<file path="config.mk">
export PLATFORM = sky130hd
export DESIGN_NAME = la_core
export DESIGN_NICKNAME = d
export VERILOG_FILES = /design/src/logic/la_pkg.sv /design/src/logic/la_decode.sv /design/src/logic/la_execute.sv /design/src/logic/la_result.sv /design/src/logic/la_control.sv /design/src/logic/la_core.sv
export SDC_FILE = /design/constraint.sdc
export NUM_CORES = 2
export LEC_CHECK = 0
export BUFFER_PORTS_ARGS = -buffer_cell sky130_fd_sc_hd__buf_4
export CAP_MARGIN = 30
export CELL_PAD_IN_SITES_DETAIL_PLACEMENT = 1
export CELL_PAD_IN_SITES_GLOBAL_PLACEMENT = 1
export CORE_AREA = 2 2 437 482
export CTS_CLUSTER_SIZE = 12
export DETAILED_ROUTE_END_ITERATION = 6
export DIE_AREA = 0 0 439 484
export PLACE_DENSITY_LB_ADDON = 0.1
export SYNTH_ARGS = -nofsm -noshare
export SYNTH_HDL_FRONTEND = slang
export SYNTH_SLANG_ARGS = --single-unit
</file>
<file path="constraint.sdc">
create_clock -name clk -period 8.4 [get_ports clk]
set_clock_uncertainty 0.2 [all_clocks]
set_input_delay 2.1 -clock clk [delete_from_list [all_inputs] [get_ports clk]]
set_output_delay 2.1 -clock clk [all_outputs]
set_load 0.03 [all_outputs]
</file>
<file path="src/logic/la_pkg.sv">
package la_pkg;

    // Datapath and register-number widths
    localparam int XLEN       = 32;
    localparam int REG_ADDR_W = 5;

    // Multi-cycle sequence, one instruction at a time
    typedef enum logic [2:0] {
        FETCH     = 3'd0,
        DECODE    = 3'd1,
        EXECUTE   = 3'd2,
        MEMORY    = 3'd3,
        WRITEBACK = 3'd4
    } cpu_state_e;

    // ALU operation, binary coded
    typedef enum logic [3:0] {
        ALU_ADD  = 4'd0,   // Also address and link computation
        ALU_SUB  = 4'd1,
        ALU_SLT  = 4'd2,
        ALU_SLTU = 4'd3,
        ALU_AND  = 4'd4,
        ALU_NOR  = 4'd5,
        ALU_OR   = 4'd6,
        ALU_XOR  = 4'd7,
        ALU_SLL  = 4'd8,
        ALU_SRL  = 4'd9,
        ALU_SRA  = 4'd10,
        ALU_LUI  = 4'd11   // Passes src2
    } alu_op_e;

    // Control transfer kind
    typedef enum logic [2:0] {
        BR_NONE = 3'd0,
        BR_B    = 3'd1,
        BR_BL   = 3'd2,
        BR_BEQ  = 3'd3,
        BR_BNE  = 3'd4,
        BR_JIRL = 3'd5
    } br_kind_e;

endpackage

</file>
<file path="src/logic/la_decode.sv">
`timescale 1ns/1ps

module la_decode (
    input  logic [la_pkg::XLEN-1:0]       inst,
    output la_pkg::alu_op_e               alu_op,
    output la_pkg::br_kind_e              br_kind,
    output logic                          src1_is_pc,
    output logic                          src2_is_imm,
    output logic                          gr_we,
    output logic                          mem_we,
    output logic                          res_from_mem,
    output logic [la_pkg::XLEN-1:0]       imm,
    output logic [la_pkg::XLEN-1:0]       br_offs,
    output logic [la_pkg::REG_ADDR_W-1:0] rf_raddr1,
    output logic [la_pkg::REG_ADDR_W-1:0] rf_raddr2,
    output logic [la_pkg::REG_ADDR_W-1:0] dest
);
    import la_pkg::*;

    logic [5:0]            op_31_26;
    logic [3:0]            op_25_22;
    logic [1:0]            op_21_20;
    logic [4:0]            op_19_15;
    logic [REG_ADDR_W-1:0] rd;
    logic [REG_ADDR_W-1:0] rj;
    logic [REG_ADDR_W-1:0] rk;
    logic [XLEN-1:0]       ui5;
    logic [XLEN-1:0]       si12;
    logic [XLEN-1:0]       si16;
    logic [XLEN-1:0]       si20;
    logic [XLEN-1:0]       si26;
    logic                  src_reg_is_rd;
    logic                  dst_is_r1;

    assign op_31_26 = inst[31:26];
    assign op_25_22 = inst[25:22];
    assign op_21_20 = inst[21:20];
    assign op_19_15 = inst[19:15];

    assign rd = inst[4:0];
    assign rj = inst[9:5];
    assign rk = inst[14:10];

    assign ui5  = {27'b0, inst[14:10]};
    assign si12 = {{20{inst[21]}}, inst[21:10]};
    assign si20 = {inst[24:5], 12'b0};
    assign si16 = {{14{inst[25]}}, inst[25:10], 2'b0};    // Branch offsets are word scaled
    assign si26 = {{4{inst[9]}}, inst[9:0], inst[25:10], 2'b0};

    always_comb begin
        // Unknown encodings fall through as a no-op
        alu_op        = ALU_ADD;
        br_kind       = BR_NONE;
        src1_is_pc    = 1'b0;
        src2_is_imm   = 1'b0;
        gr_we         = 1'b0;
        mem_we        = 1'b0;
        res_from_mem  = 1'b0;
        src_reg_is_rd = 1'b0;
        dst_is_r1     = 1'b0;
        imm           = si12;
        br_offs       = si16;
        case (op_31_26)
            6'h00: begin
                if (op_25_22 == 4'h0 && op_21_20 == 2'h1) begin
                    gr_we = 1'b1;
                    case (op_19_15)
                        5'h00:   alu_op = ALU_ADD;
                        5'h02:   alu_op = ALU_SUB;
                        5'h04:   alu_op = ALU_SLT;
                        5'h05:   alu_op = ALU_SLTU;
                        5'h08:   alu_op = ALU_NOR;
                        5'h09:   alu_op = ALU_AND;
                        5'h0a:   alu_op = ALU_OR;
                        5'h0b:   alu_op = ALU_XOR;
                        default: gr_we  = 1'b0;
                    endcase
                end else if (op_25_22 == 4'h1 && op_21_20 == 2'h0) begin
                    gr_we       = 1'b1;
                    src2_is_imm = 1'b1;
                    imm         = ui5;
                    case (op_19_15)
                        5'h01:   alu_op = ALU_SLL;
                        5'h09:   alu_op = ALU_SRL;
                        5'h11:   alu_op = ALU_SRA;
                        default: gr_we  = 1'b0;
                    endcase
                end else if (op_25_22 == 4'ha) begin    // addi.w
                    gr_we       = 1'b1;
                    src2_is_imm = 1'b1;
                end
            end
            6'h05: begin
                if (!inst[25]) begin    // lu12i.w
                    alu_op      = ALU_LUI;
                    gr_we       = 1'b1;
                    src2_is_imm = 1'b1;
                    imm         = si20;
                end
            end
            6'h0a: begin
                if (op_25_22 == 4'h2) begin
                    gr_we        = 1'b1;
                    src2_is_imm  = 1'b1;
                    res_from_mem = 1'b1;
                end else if (op_25_22 == 4'h6) begin
                    src2_is_imm   = 1'b1;
                    mem_we        = 1'b1;
                    src_reg_is_rd = 1'b1;    // Store data comes from rd
                end
            end
            6'h13: begin
                br_kind     = BR_JIRL;
                gr_we       = 1'b1;
                src1_is_pc  = 1'b1;
                src2_is_imm = 1'b1;
                imm         = 32'd4;    // Link value pc+4
            end
            6'h14: begin
                br_kind = BR_B;
                br_offs = si26;
            end
            6'h15: begin
                br_kind     = BR_BL;
                gr_we       = 1'b1;
                src1_is_pc  = 1'b1;
                src2_is_imm = 1'b1;
                dst_is_r1   = 1'b1;
                imm         = 32'd4;
                br_offs     = si26;
            end
            6'h16: begin
                br_kind       = BR_BEQ;
                src_reg_is_rd = 1'b1;
            end
            6'h17: begin
                br_kind       = BR_BNE;
                src_reg_is_rd = 1'b1;
            end
            default: ;
        endcase
    end

    assign rf_raddr1 = rj;
    assign rf_raddr2 = src_reg_is_rd ? rd : rk;
    assign dest      = dst_is_r1 ? 5'd1 : rd;

endmodule

</file>
<file path="src/logic/la_execute.sv">
`timescale 1ns/1ps

module la_execute (
    input  la_pkg::alu_op_e         alu_op,
    input  la_pkg::br_kind_e        br_kind,
    input  logic                    src1_is_pc,
    input  logic                    src2_is_imm,
    input  logic [la_pkg::XLEN-1:0] pc,
    input  logic [la_pkg::XLEN-1:0] imm,
    input  logic [la_pkg::XLEN-1:0] br_offs,
    input  logic [la_pkg::XLEN-1:0] rf_rdata1,
    input  logic [la_pkg::XLEN-1:0] rf_rdata2,
    output logic [la_pkg::XLEN-1:0] alu_result,
    output logic [la_pkg::XLEN-1:0] br_target,
    output logic                    br_taken
);
    import la_pkg::*;

    logic [XLEN-1:0] src1;
    logic [XLEN-1:0] src2;
    logic [4:0]      shamt;
    logic            rj_eq_rd;

    assign src1  = src1_is_pc ? pc : rf_rdata1;
    assign src2  = src2_is_imm ? imm : rf_rdata2;
    assign shamt = src2[4:0];

    always_comb begin
        case (alu_op)
            ALU_ADD:  alu_result = src1 + src2;
            ALU_SUB:  alu_result = src1 - src2;
            ALU_SLT:  alu_result = {31'b0, $signed(src1) < $signed(src2)};
            ALU_SLTU: alu_result = {31'b0, src1 < src2};
            ALU_AND:  alu_result = src1 & src2;
            ALU_NOR:  alu_result = ~(src1 | src2);
            ALU_OR:   alu_result = src1 | src2;
            ALU_XOR:  alu_result = src1 ^ src2;
            ALU_SLL:  alu_result = src1 << shamt;
            ALU_SRL:  alu_result = src1 >> shamt;
            ALU_SRA:  alu_result = $unsigned($signed(src1) >>> shamt);
            ALU_LUI:  alu_result = src2;
            default:  alu_result = '0;
        endcase
    end

    // rf_rdata2 holds rd for beq/bne
    assign rj_eq_rd = (rf_rdata1 == rf_rdata2);

    always_comb begin
        case (br_kind)
            BR_B, BR_BL, BR_JIRL: br_taken = 1'b1;
            BR_BEQ:               br_taken = rj_eq_rd;
            BR_BNE:               br_taken = !rj_eq_rd;
            default:              br_taken = 1'b0;
        endcase
    end

    assign br_target = (br_kind == BR_JIRL) ? rf_rdata1 + br_offs : pc + br_offs;

endmodule

</file>
<file path="src/logic/la_result.sv">
`timescale 1ns/1ps

module la_result #(
    parameter logic [31:0] RESET_PC = 32'h1c00_0000
) (
    input  logic                          clk,
    input  logic                          reset,
    input  la_pkg::cpu_state_e            state,
    input  logic [la_pkg::XLEN-1:0]       pc,
    input  logic [la_pkg::XLEN-1:0]       alu_result,
    input  logic [la_pkg::XLEN-1:0]       data_sram_rdata,
    input  logic                          gr_we,
    input  logic                          res_from_mem,
    input  logic [la_pkg::REG_ADDR_W-1:0] rf_raddr1,
    input  logic [la_pkg::REG_ADDR_W-1:0] rf_raddr2,
    input  logic [la_pkg::REG_ADDR_W-1:0] dest,
    output logic [la_pkg::XLEN-1:0]       rf_rdata1,
    output logic [la_pkg::XLEN-1:0]       rf_rdata2,
    output logic [la_pkg::XLEN-1:0]       debug_wb_pc,
    output logic [la_pkg::XLEN-1:0]       debug_wb_rf_wdata,
    output logic                          debug_wb_rf_we,
    output logic [la_pkg::REG_ADDR_W-1:0] debug_wb_rf_wnum
);
    import la_pkg::*;

    logic [XLEN-1:0] rf [2**REG_ADDR_W];
    logic [XLEN-1:0] retire_pc;
    logic [XLEN-1:0] alu_q;
    logic [XLEN-1:0] mem_q;
    logic [XLEN-1:0] wb_data;
    logic            rf_we;

    // pc moves on before writeback, so keep the retiring one here
    always_ff @(posedge clk) begin
        if (reset) begin
            retire_pc <= RESET_PC;
        end else if (state == DECODE) begin
            retire_pc <= pc;
        end
    end

    always_ff @(posedge clk) begin
        if (state == EXECUTE) alu_q <= alu_result;
        if (state == MEMORY) mem_q <= data_sram_rdata;    // Load data
    end

    assign wb_data = res_from_mem ? mem_q : alu_q;
    assign rf_we   = (state == WRITEBACK) && gr_we;

    always_ff @(posedge clk) begin
        if (rf_we) rf[dest] <= wb_data;
    end

    // r0 is hardwired to zero on read
    assign rf_rdata1 = (rf_raddr1 == '0) ? '0 : rf[rf_raddr1];
    assign rf_rdata2 = (rf_raddr2 == '0) ? '0 : rf[rf_raddr2];

    assign debug_wb_pc       = retire_pc;
    assign debug_wb_rf_we    = rf_we;
    assign debug_wb_rf_wnum  = dest;
    assign debug_wb_rf_wdata = wb_data;

endmodule

</file>
<file path="src/logic/la_control.sv">
`timescale 1ns/1ps

module la_control #(
    parameter logic [31:0] RESET_PC = 32'h1c00_0000
) (
    input  logic                    clk,
    input  logic                    reset,
    input  la_pkg::br_kind_e        br_kind,
    input  logic                    br_taken,
    input  logic                    mem_we,
    input  logic                    res_from_mem,
    input  logic [la_pkg::XLEN-1:0] br_target,
    input  logic [la_pkg::XLEN-1:0] alu_result,
    input  logic [la_pkg::XLEN-1:0] rf_rdata2,
    input  logic [la_pkg::XLEN-1:0] inst_sram_rdata,
    output la_pkg::cpu_state_e      state,
    output logic [la_pkg::XLEN-1:0] pc,
    output logic [la_pkg::XLEN-1:0] inst,
    output logic [la_pkg::XLEN-1:0] inst_sram_addr,
    output logic [la_pkg::XLEN-1:0] data_sram_addr,
    output logic [la_pkg::XLEN-1:0] data_sram_wdata,
    output logic                    data_sram_we
);
    import la_pkg::*;

    cpu_state_e      next_state;
    logic            is_cond_br;    // Resolved in DECODE
    logic            is_mem;
    logic            pc_update;
    logic [XLEN-1:0] next_pc;

    assign is_cond_br = (br_kind == BR_B) || (br_kind == BR_BEQ) || (br_kind == BR_BNE);
    assign is_mem     = mem_we || res_from_mem;

    always_comb begin
        case (state)
            FETCH:     next_state = DECODE;
            DECODE:    next_state = is_cond_br ? FETCH : EXECUTE;
            EXECUTE:   next_state = is_mem ? MEMORY : WRITEBACK;
            MEMORY:    next_state = res_from_mem ? WRITEBACK : FETCH;
            WRITEBACK: next_state = FETCH;
            default:   next_state = FETCH;
        endcase
    end

    always_ff @(posedge clk) begin
        if (reset) state <= FETCH;
        else       state <= next_state;
    end

    assign pc_update = (state == DECODE && is_cond_br) || (state == EXECUTE);
    assign next_pc   = br_taken ? br_target : pc + 32'd4;

    always_ff @(posedge clk) begin
        if (reset) begin
            pc <= RESET_PC;
        end else if (pc_update) begin
            pc <= next_pc;
        end
    end

    // Instruction SRAM answers in the same cycle
    assign inst_sram_addr = pc;

    always_ff @(posedge clk) begin
        if (state == FETCH) inst <= inst_sram_rdata;
    end

    always_ff @(posedge clk) begin
        if (reset) begin
            data_sram_we <= 1'b0;
        end else if (state == EXECUTE && is_mem) begin
            data_sram_we <= mem_we;
        end else if (state == MEMORY) begin
            data_sram_we <= 1'b0;
        end
    end

    always_ff @(posedge clk) begin
        if (state == EXECUTE && is_mem) begin
            data_sram_addr  <= alu_result;
            data_sram_wdata <= rf_rdata2;
        end
    end

endmodule

</file>
<file path="src/logic/la_core.sv">
`timescale 1ns/1ps

module la_core #(
    parameter logic [31:0] RESET_PC = 32'h1c00_0000
) (
    input  logic        clk,
    input  logic        reset,
    output logic [31:0] inst_sram_addr,
    input  logic [31:0] inst_sram_rdata,
    output logic        data_sram_we,
    output logic [31:0] data_sram_addr,
    output logic [31:0] data_sram_wdata,
    input  logic [31:0] data_sram_rdata,
    output logic [31:0] debug_wb_pc,
    output logic        debug_wb_rf_we,
    output logic [4:0]  debug_wb_rf_wnum,
    output logic [31:0] debug_wb_rf_wdata
);
    import la_pkg::*;

    cpu_state_e            state;
    alu_op_e               alu_op;
    br_kind_e              br_kind;
    logic [XLEN-1:0]       pc;
    logic [XLEN-1:0]       inst;
    logic [XLEN-1:0]       imm;
    logic [XLEN-1:0]       br_offs;
    logic [XLEN-1:0]       br_target;
    logic [XLEN-1:0]       alu_result;
    logic [XLEN-1:0]       rf_rdata1;
    logic [XLEN-1:0]       rf_rdata2;
    logic [REG_ADDR_W-1:0] rf_raddr1;
    logic [REG_ADDR_W-1:0] rf_raddr2;
    logic [REG_ADDR_W-1:0] dest;
    logic                  src1_is_pc;
    logic                  src2_is_imm;
    logic                  gr_we;
    logic                  mem_we;
    logic                  res_from_mem;
    logic                  br_taken;

    la_control #(.RESET_PC(RESET_PC)) u_control (
        .clk, .reset, .br_kind, .br_taken, .mem_we, .res_from_mem,
        .br_target, .alu_result, .rf_rdata2, .inst_sram_rdata,
        .state, .pc, .inst, .inst_sram_addr,
        .data_sram_addr, .data_sram_wdata, .data_sram_we
    );

    la_decode u_decode (
        .inst, .alu_op, .br_kind, .src1_is_pc, .src2_is_imm, .gr_we,
        .mem_we, .res_from_mem, .imm, .br_offs, .rf_raddr1, .rf_raddr2, .dest
    );

    la_execute u_execute (
        .alu_op, .br_kind, .src1_is_pc, .src2_is_imm, .pc, .imm, .br_offs,
        .rf_rdata1, .rf_rdata2, .alu_result, .br_target, .br_taken
    );

    la_result #(.RESET_PC(RESET_PC)) u_result (
        .clk, .reset, .state, .pc, .alu_result, .data_sram_rdata,
        .gr_we, .res_from_mem, .rf_raddr1, .rf_raddr2, .dest,
        .rf_rdata1, .rf_rdata2, .debug_wb_pc, .debug_wb_rf_wdata,
        .debug_wb_rf_we, .debug_wb_rf_wnum
    );

endmodule

</file>
* Word-level counts from Yosys, hierarchy flattened
Memories as Yosys holds them, arrays and structs flattened. A register that Yosys moved wholly into a read port is not among the register bits.
Index checks and enable logic that the tools add are counted.
** Word-level totals
- Register bits :: 228
- RAM bits :: 1024
- Input bits :: 66
- Output and inout port bits :: 167
- Word-level logic and storage cells :: 142
- Memories :: 1
** Cells by class
- Add/subtract/negate cells :: 5
- Magnitude comparators :: 2
- Eq/ne operators :: 42
- Shift operators :: 3
- Muxes and demuxes :: 51
- Bitwise operators :: 4
- Reduce and logical (&&, ||, !) cells :: 25
** Memories
- u_result.rf :: depth 32, bits a word 32, rd ports 2, clocked after Yosys merged registers in 1, wr ports 1, line la_result.sv:26 : logic [XLEN-1:0] rf [2**REG_ADDR_W];
** Operators with widths (number)
- $pmux W32 S12 :: 1
- $mux W32 :: 11
- $add A32 B32 Y32 :: 3
- $pmux W32 S3 :: 1
- $lt A32 B32 Y1 :: 2
- $add A32 B3 Y32 const B :: 1
- $and A32 B32 Y32 :: 1
- $eq A32 B32 Y1 :: 1
- $not A32 Y32 :: 1
- $or A32 B32 Y32 :: 1
- $shl A32 B5 Y32 :: 1
- $shr A32 B5 Y32 :: 1
- $sshr A32 B5 Y32 :: 1
- $sub A32 B32 Y32 :: 1
- $xor A32 B32 Y32 :: 1
- $eq A6 B5 Y1 const B :: 5
- $pmux W3 S7 :: 1
- $eq A4 B3 Y1 const B :: 5
- $eq A4 B4 Y1 const B :: 5
- $eq A5 B4 Y1 const B :: 4
- $mux W1 :: 20
- $logic_not A5 Y1 :: 3
- $mux W5 :: 3
- $pmux W3 S5 :: 1
- other kinds (32) :: 57

* Logic depth before layout (Yosys ltp)
- Word-level depth :: 11
- Mapped depth :: 34
- Mapped depth without buffers :: 25

* Cells and area by module
A second synthesis with hierarchy kept.
** Second synthesis, totals
- Cells, all modules :: 5194
- Area, all modules :: 69551.7 µm²
** Modules (own cells, without submodules)
- la_result :: instances 1, cells an instance 2814, area each 51292.9 µm², sequential area each 33311.9 µm²
- la_execute :: instances 1, cells an instance 1790, area each 11757.5 µm², sequential area each 0.0 µm²
- la_control :: instances 1, cells an instance 433, area each 5437.7 µm², sequential area each 3603.5 µm²
- la_decode :: instances 1, cells an instance 157, area each 1063.5 µm², sequential area each 0.0 µm²

* Least setup slack after synthesis
No wires, ideal clock.
- Kind :: reg2reg
- Start :: register u_control.inst[26] (netlist bit)
- End :: register u_control.data_sram_addr[28] (netlist bit), data pin
- Setup time :: 0.263 ns
- Arrival :: 6.836 ns
- Required time :: 7.937 ns
- Path slack :: 1.101 ns
- Stages on the path, launching flop included :: 34
- Buffers on the path :: 10
- Period minus slack after synthesis :: 7.299 ns
- Cell sequence :: edfxtp_1 -> buf_6 -> nor4bb_1 -> buf_2 -> and3_4 -> buf_6 -> buf_6 -> buf_6 -> buf_6 -> buf_2 -> buf_2 -> o2111ai_1 -> o211ai_1 -> a21oi_1 -> o41ai_1 -> o221ai_1 -> o21ai_1 -> nand2_2 -> buf_2 -> clkbuf_1 -> ha_1 -> inv_1 -> a41oi_1 -> o21ai_0 -> o31ai_1 -> o21ai_0 -> o21a_1 -> a41o_1 -> o41ai_1 -> o211ai_1 -> a41oi_1 -> mux2i_1 -> xor2_1 -> a211o_1
** Between the ends
- Cells in the longest elaborated chain, start to end :: 10
- Elaborated cells on any way between the ends :: 42
- Those cells by class :: add/sub: 2; eq/ne: 17; shift: 3; mux: 10; bitwise: 4; reduce/logical: 5; memory: 1
** RTL lines
- from (decl) :: line la_control.sv:18 : output logic [la_pkg::XLEN-1:0] inst,
- from (signal assigned) :: line la_control.sv:66 : if (state == FETCH) inst <= inst_sram_rdata;
- parallel branches: the longest is 9 deep, another holds $mem_v2 Z32 W32
- $pmux W32 S12 * :: line la_execute.sv:29 : case (alu_op)
- via alu_result[28] :: line la_core.sv:29 : logic [XLEN-1:0] alu_result;
- to (signal assigned) :: line la_control.sv:81 : data_sram_addr <= alu_result;
- to (decl) :: line la_control.sv:20 : output logic [la_pkg::XLEN-1:0] data_sram_addr,
Mark *: on every way through the listed nets, which the timed path passes.
A chain may end at the register's enable or synchronous reset.

* Worst setup path in the final report
- Start :: register u_control.inst[25] (netlist bit)
- End :: register u_control.data_sram_addr[31] (netlist bit), data pin
** Between the ends
- Elaborated cells on any way between the ends :: 51
- Those cells by class :: add/sub: 2; eq/ne: 15; shift: 3; mux: 21; bitwise: 4; reduce/logical: 5; memory: 1
** RTL lines
- $eq A4 B3 Y1 :: line la_decode.sv:106 : end else if (op_25_22 == 4'h6) begin
- $mux W1 :: line la_decode.sv:106
- $mux W1 * :: line la_decode.sv:102 : if (op_25_22 == 4'h2) begin
- $pmux W1 S2 * :: line la_decode.sv:63 : case (op_31_26)
- $mux W5 * :: line la_decode.sv:145 : assign rf_raddr2 = src_reg_is_rd ? rd : rk;
- $mem_v2 Z32 W32 / $logic_not A5 Y1 (equally long branches)
- $mux W32 * :: line la_result.sv:56 : assign rf_rdata2 = (rf_raddr2 == '0) ? '0 : rf[rf_raddr2];
- via rf_rdata2[18] :: line la_core.sv:31 : logic [XLEN-1:0] rf_rdata2;
- $mux W32 * :: line la_execute.sv:25 : assign src2 = src2_is_imm ? imm : rf_rdata2;
- $sub A32 B32 Y32 / $add A32 B32 Y32 (equally long branches) :: line la_execute.sv:31, la_execute.sv:30
- $pmux W32 S12 * :: line la_execute.sv:29
- via alu_result[31] :: line la_core.sv:29
The timed path passes the listed nets; every way through them passes the cells marked *.

==> results_dict.tcl <==
set metrics [dict create \
    outcome "finished, final reports clean" \
    powerDensity_nw_per_um2 310.2 \
    multi_input_area_um2 31960 \
    worst_r2r_endpoint "u_control.data_sram_addr[31]$_DFFE_PP_" \
    synthSimpleGateAreaFrac_pct 8.236 \
    first_pass_iters 6 \
    drc 0 \
    path_clk_slew_ns 0.06 \
    postSynthCellCount 5933 \
    place_ws_ns -0.1354 \
    nFillCells 21849 \
    grt_pass1_wl_um 488200 \
    yosys_warnings 0 \
    ioPinCount 233 \
    numCtsBuffers 148 \
    maxCapViolCount 0 \
    synth_top_family_by_area "multiplexers" \
    crit_path_end_kind "register" \
    r2r_slack_ns 0.19 \
    yosysTopAreaCell "edfxtp_1" \
    worstPathRequired_ns 8.72 \
    synth_fp_nets 6135 \
    cts_root_buf "clkbuf_16" \
    htree_levels 4 \
    track_usage_pct 33.05 \
    cts.sinks 1257 \
    synth_fa_ha_area_share_pct 2.388 \
    wl_um 360300 \
    critPathCapture "u_control.data_sram_addr[31]$_DFFE_PP_" \
    ant_nets 0 \
    finalHoldViolCount 0 \
    fin_crit_ns 8.210 \
    synth_commonest_cells "1184 x edfxtp_1, 491 x nand2_1, 410 x mux2i_1" \
    clk_latency_ns 0.85 \
    syn_area_per_cell_um2 12.17 \
    setup_violations 0 \
    syn-cell-area_um2 72200 \
    drive_gt1_share_pct 22.90 \
    core-area_um2 208100 \
    dpl.hpwl_um 250500 \
    hp-class "reg2reg" \
    cp.arrival_ns 8.53 \
    synth_top_area_share_pct 49.25 \
    maxSlewViolCount 0 \
    cts_hold_buf 0 \
    globalRoute.totalOverflow 0 \
    die_w_um 439 \
    p_leak_nw 30.26 \
    synth_xor_area_share_pct 0.6551 \
    synth_compound_area_share_pct 14.84 \
    worstReg2RegStart "u_control.inst[25]$_DFFE_PP_" \
    initial_core_util_pct 34.69 \
    slew_headroom_pct 18.38 \
    cts_tree "built" \
    worstSetupStartpoint "u_control.inst[25]$_DFFE_PP_" \
    routedWlPerCell_um 39.22 \
    synth_most_common_cell "edfxtp_1" \
    synth_edf_count 1184 \
    dr_total_vias 58278 \
    fin_nets 6503 \
    fin_crit_sh_pct 97.73 \
    ys_seq_area_share_pct 51.27 \
    synth_area_leaders "edfxtp_1 49%, mux4_2 10%, mux2i_1 5.7%, o2111ai_1 3.0%, o211ai_1 2.7%" \
    drtIter0Drc 6234 \
    fin_ws_ns 0.1903 \
    synthFlopType "edfxtp_1" \
    fp-row-count 176 \
    ys_types 109 \
    seqCellArea_um2 37030 \
    crit_type "reg2reg" \
    cts_buffer_depth 3 \
    ys_seq_elements 1257 \
    muxShareOfSynthArea_pct 17.40 \
    critPathLaunchType "register" \
    die_h_um 484 \
    synthArstFlopShare_pct 0 \
    grt_pass1_vias 57700 \
    cp_max_fo 64 \
    syn_to_final_growth_pct 16.90 \
    io_buffers 232 \
    setup_tns_ns 0 \
    ir_drop_v 0.0001658 \
    timing.fmax_mhz 121.8 \
    dieArea_um2 212500 \
    routabilityCongestion 0.9554 \
    tightest_slew_ns 1.224 \
    total_power_mw 26.18 \
    antenna_found_initial 12 \
    finish.utilization_pct 40.56 \
    reg2reg_depth 25 \
    vias_per_cell 6.344 \
    grt_max_degree 118 \
]
## cell families (layout without fill, tap and decap cells)
| family | after synthesis | in the layout |
|---|---|---|
| AOI/OAI and AO/OA | 1505 | 1508 |
| xor gates and xnor gates | 54 | 54 |
| adders and majority gates | 136 | 136 |
| buffers and inverters | 852 | 1330 |
| DFF | 1257 | 1257 |
| muxes | 838 | 838 |
| other | 0 | 14 |
| and+or+nand+nor | 1291 | 1291 |
## routing by layer
metal | up-vias | track usage (%) | wire length [µm]
met3 | 764 | 5.577 | 26210
met4 | 4 | 20.09 | 25410
li1 | 24066 | - | -
met2 | 2808 | 52.31 | 166600
met1 | 30636 | 42.27 | 142100
met5 | - | 0 | 25
## critical path, stage by stage (launching register included)
cell      delay (ns)
edfxtp_1        0.49
and4bb_2        0.34
and3_4          0.25
buf_12          0.22
o211ai_4        0.63
buf_4           0.49
buf_4           0.38
mux2i_1         0.12
mux2i_1         0.46
o22ai_1         0.21
or4_1           0.67
nand2_1         0.31
a21o_1          0.26
ha_1            0.26
inv_1           0.13
nor2_1          0.17
or2_2           0.21
nor3_1          0.06
a21oi_1         0.40
a311o_1         0.29
nand3_1         0.11
a311oi_1        0.28
nor3_1          0.09
a211oi_1        0.37
mux2i_1         0.23
o211ai_1        0.14
## cell type report
type / instances / share of cell area (%)
Sequential cell: 1257 / 43.88
Multi-Input combinational cell: 3827 / 37.87
Timing Repair Buffer: 694 / 6.823
Clock buffer: 181 / 4.636
Tap cell: 2759 / 4.090
Inverter: 373 / 1.660
Clock inverter: 82 / 0.9963
Antenna cell: 14 / 0.04151
## cells in the final DEF (no fill, tap or decap), types with 35 or more instances in the layout
master        n
nor3_1       69
a211oi_1     40
edfxtp_1   1184
mux4_2      322
nand2b_1     36
a31oi_1      46
nand3_1     130
o211ai_1    255
nor2_1      290
mux2_2      102
a21oi_1     335
dfxtp_1      68
clkbuf_16   152
inv_1       367
mux2i_1     405
nand2_1     490
buf_4       642
a21o_1       38
ha_1        133
xnor2_1      35
o21ai_0     181
nor2_4       38
o2111ai_1   244
## through the flow
| step | cell area [µm²] | cells | hold slack, ns |
|---|---|---|---|
| floorplan | 72200 | 5933 | 0.2687 |
| global placement | 79060 | 8877 | 0.2434 |
| detailed placement | 79430 | 8900 | 0.2519 |
| CTS | 84190 | 9163 | 0.2598 |
| global route | 84380 | 9181 | 0.2788 |
| finish | 84390 | 9187 | 0.2557 |
## state kept, by name (all words and copies together) (netlist names), named ones only
signal / count
u_control.data_sram_addr: 32
u_control.data_sram_we: 1
u_control.state: 3
u_control.data_sram_wdata: 32
u_result.debug_wb_pc: 32
u_result.alu_q: 32
u_result.rf: 1024
u_result.mem_q: 32
u_control.inst_sram_addr: 32
u_control.inst: 32
## worst min path at each step
stage                                           from                               endpoint  slack, ns  depth (start not counted)
6_report       u_result.debug_wb_pc[29]$_SDFFE_PP0N_  u_result.debug_wb_pc[29]$_SDFFE_PP0N_       0.26                          2
5_1_grt        u_result.debug_wb_pc[17]$_SDFFE_PP0N_  u_result.debug_wb_pc[17]$_SDFFE_PP0N_       0.28                          2
4_1_cts        u_result.debug_wb_pc[29]$_SDFFE_PP0N_  u_result.debug_wb_pc[29]$_SDFFE_PP0N_       0.26                          2
3_5_place_dp   u_result.debug_wb_pc[29]$_SDFFE_PP0N_  u_result.debug_wb_pc[29]$_SDFFE_PP0N_       0.25                          2
3_3_place_gp    u_result.debug_wb_pc[0]$_SDFFE_PP0N_   u_result.debug_wb_pc[0]$_SDFFE_PP0N_       0.24                          2
2_1_floorplan          u_control.state[1]$_SDFF_PP0_          u_control.state[2]$_SDFF_PP0_       0.27                          2
## power breakdown
part	leakage, nW	total [mW]	internal, mW	switching (mW)
combinational	16.7	12.1	4.03	8.08
sequential	11.3	7.59	7.39	0.195
clock	2.30	6.48	3.67	2.81
total	30.3	26.2	15.1	11.1
## repair_timing
| action | CTS | global route |
|---|---|---|
| buffers inserted | 0 | 5 |
| gates resized for setup | 2 | 16 |
| endpoints found under the setup margin | 8 | 24 |
| pin swaps | 0 | 4 |
| gates cloned | 0 | 3 |
Note: power is estimated with default switching activity, not from simulation.
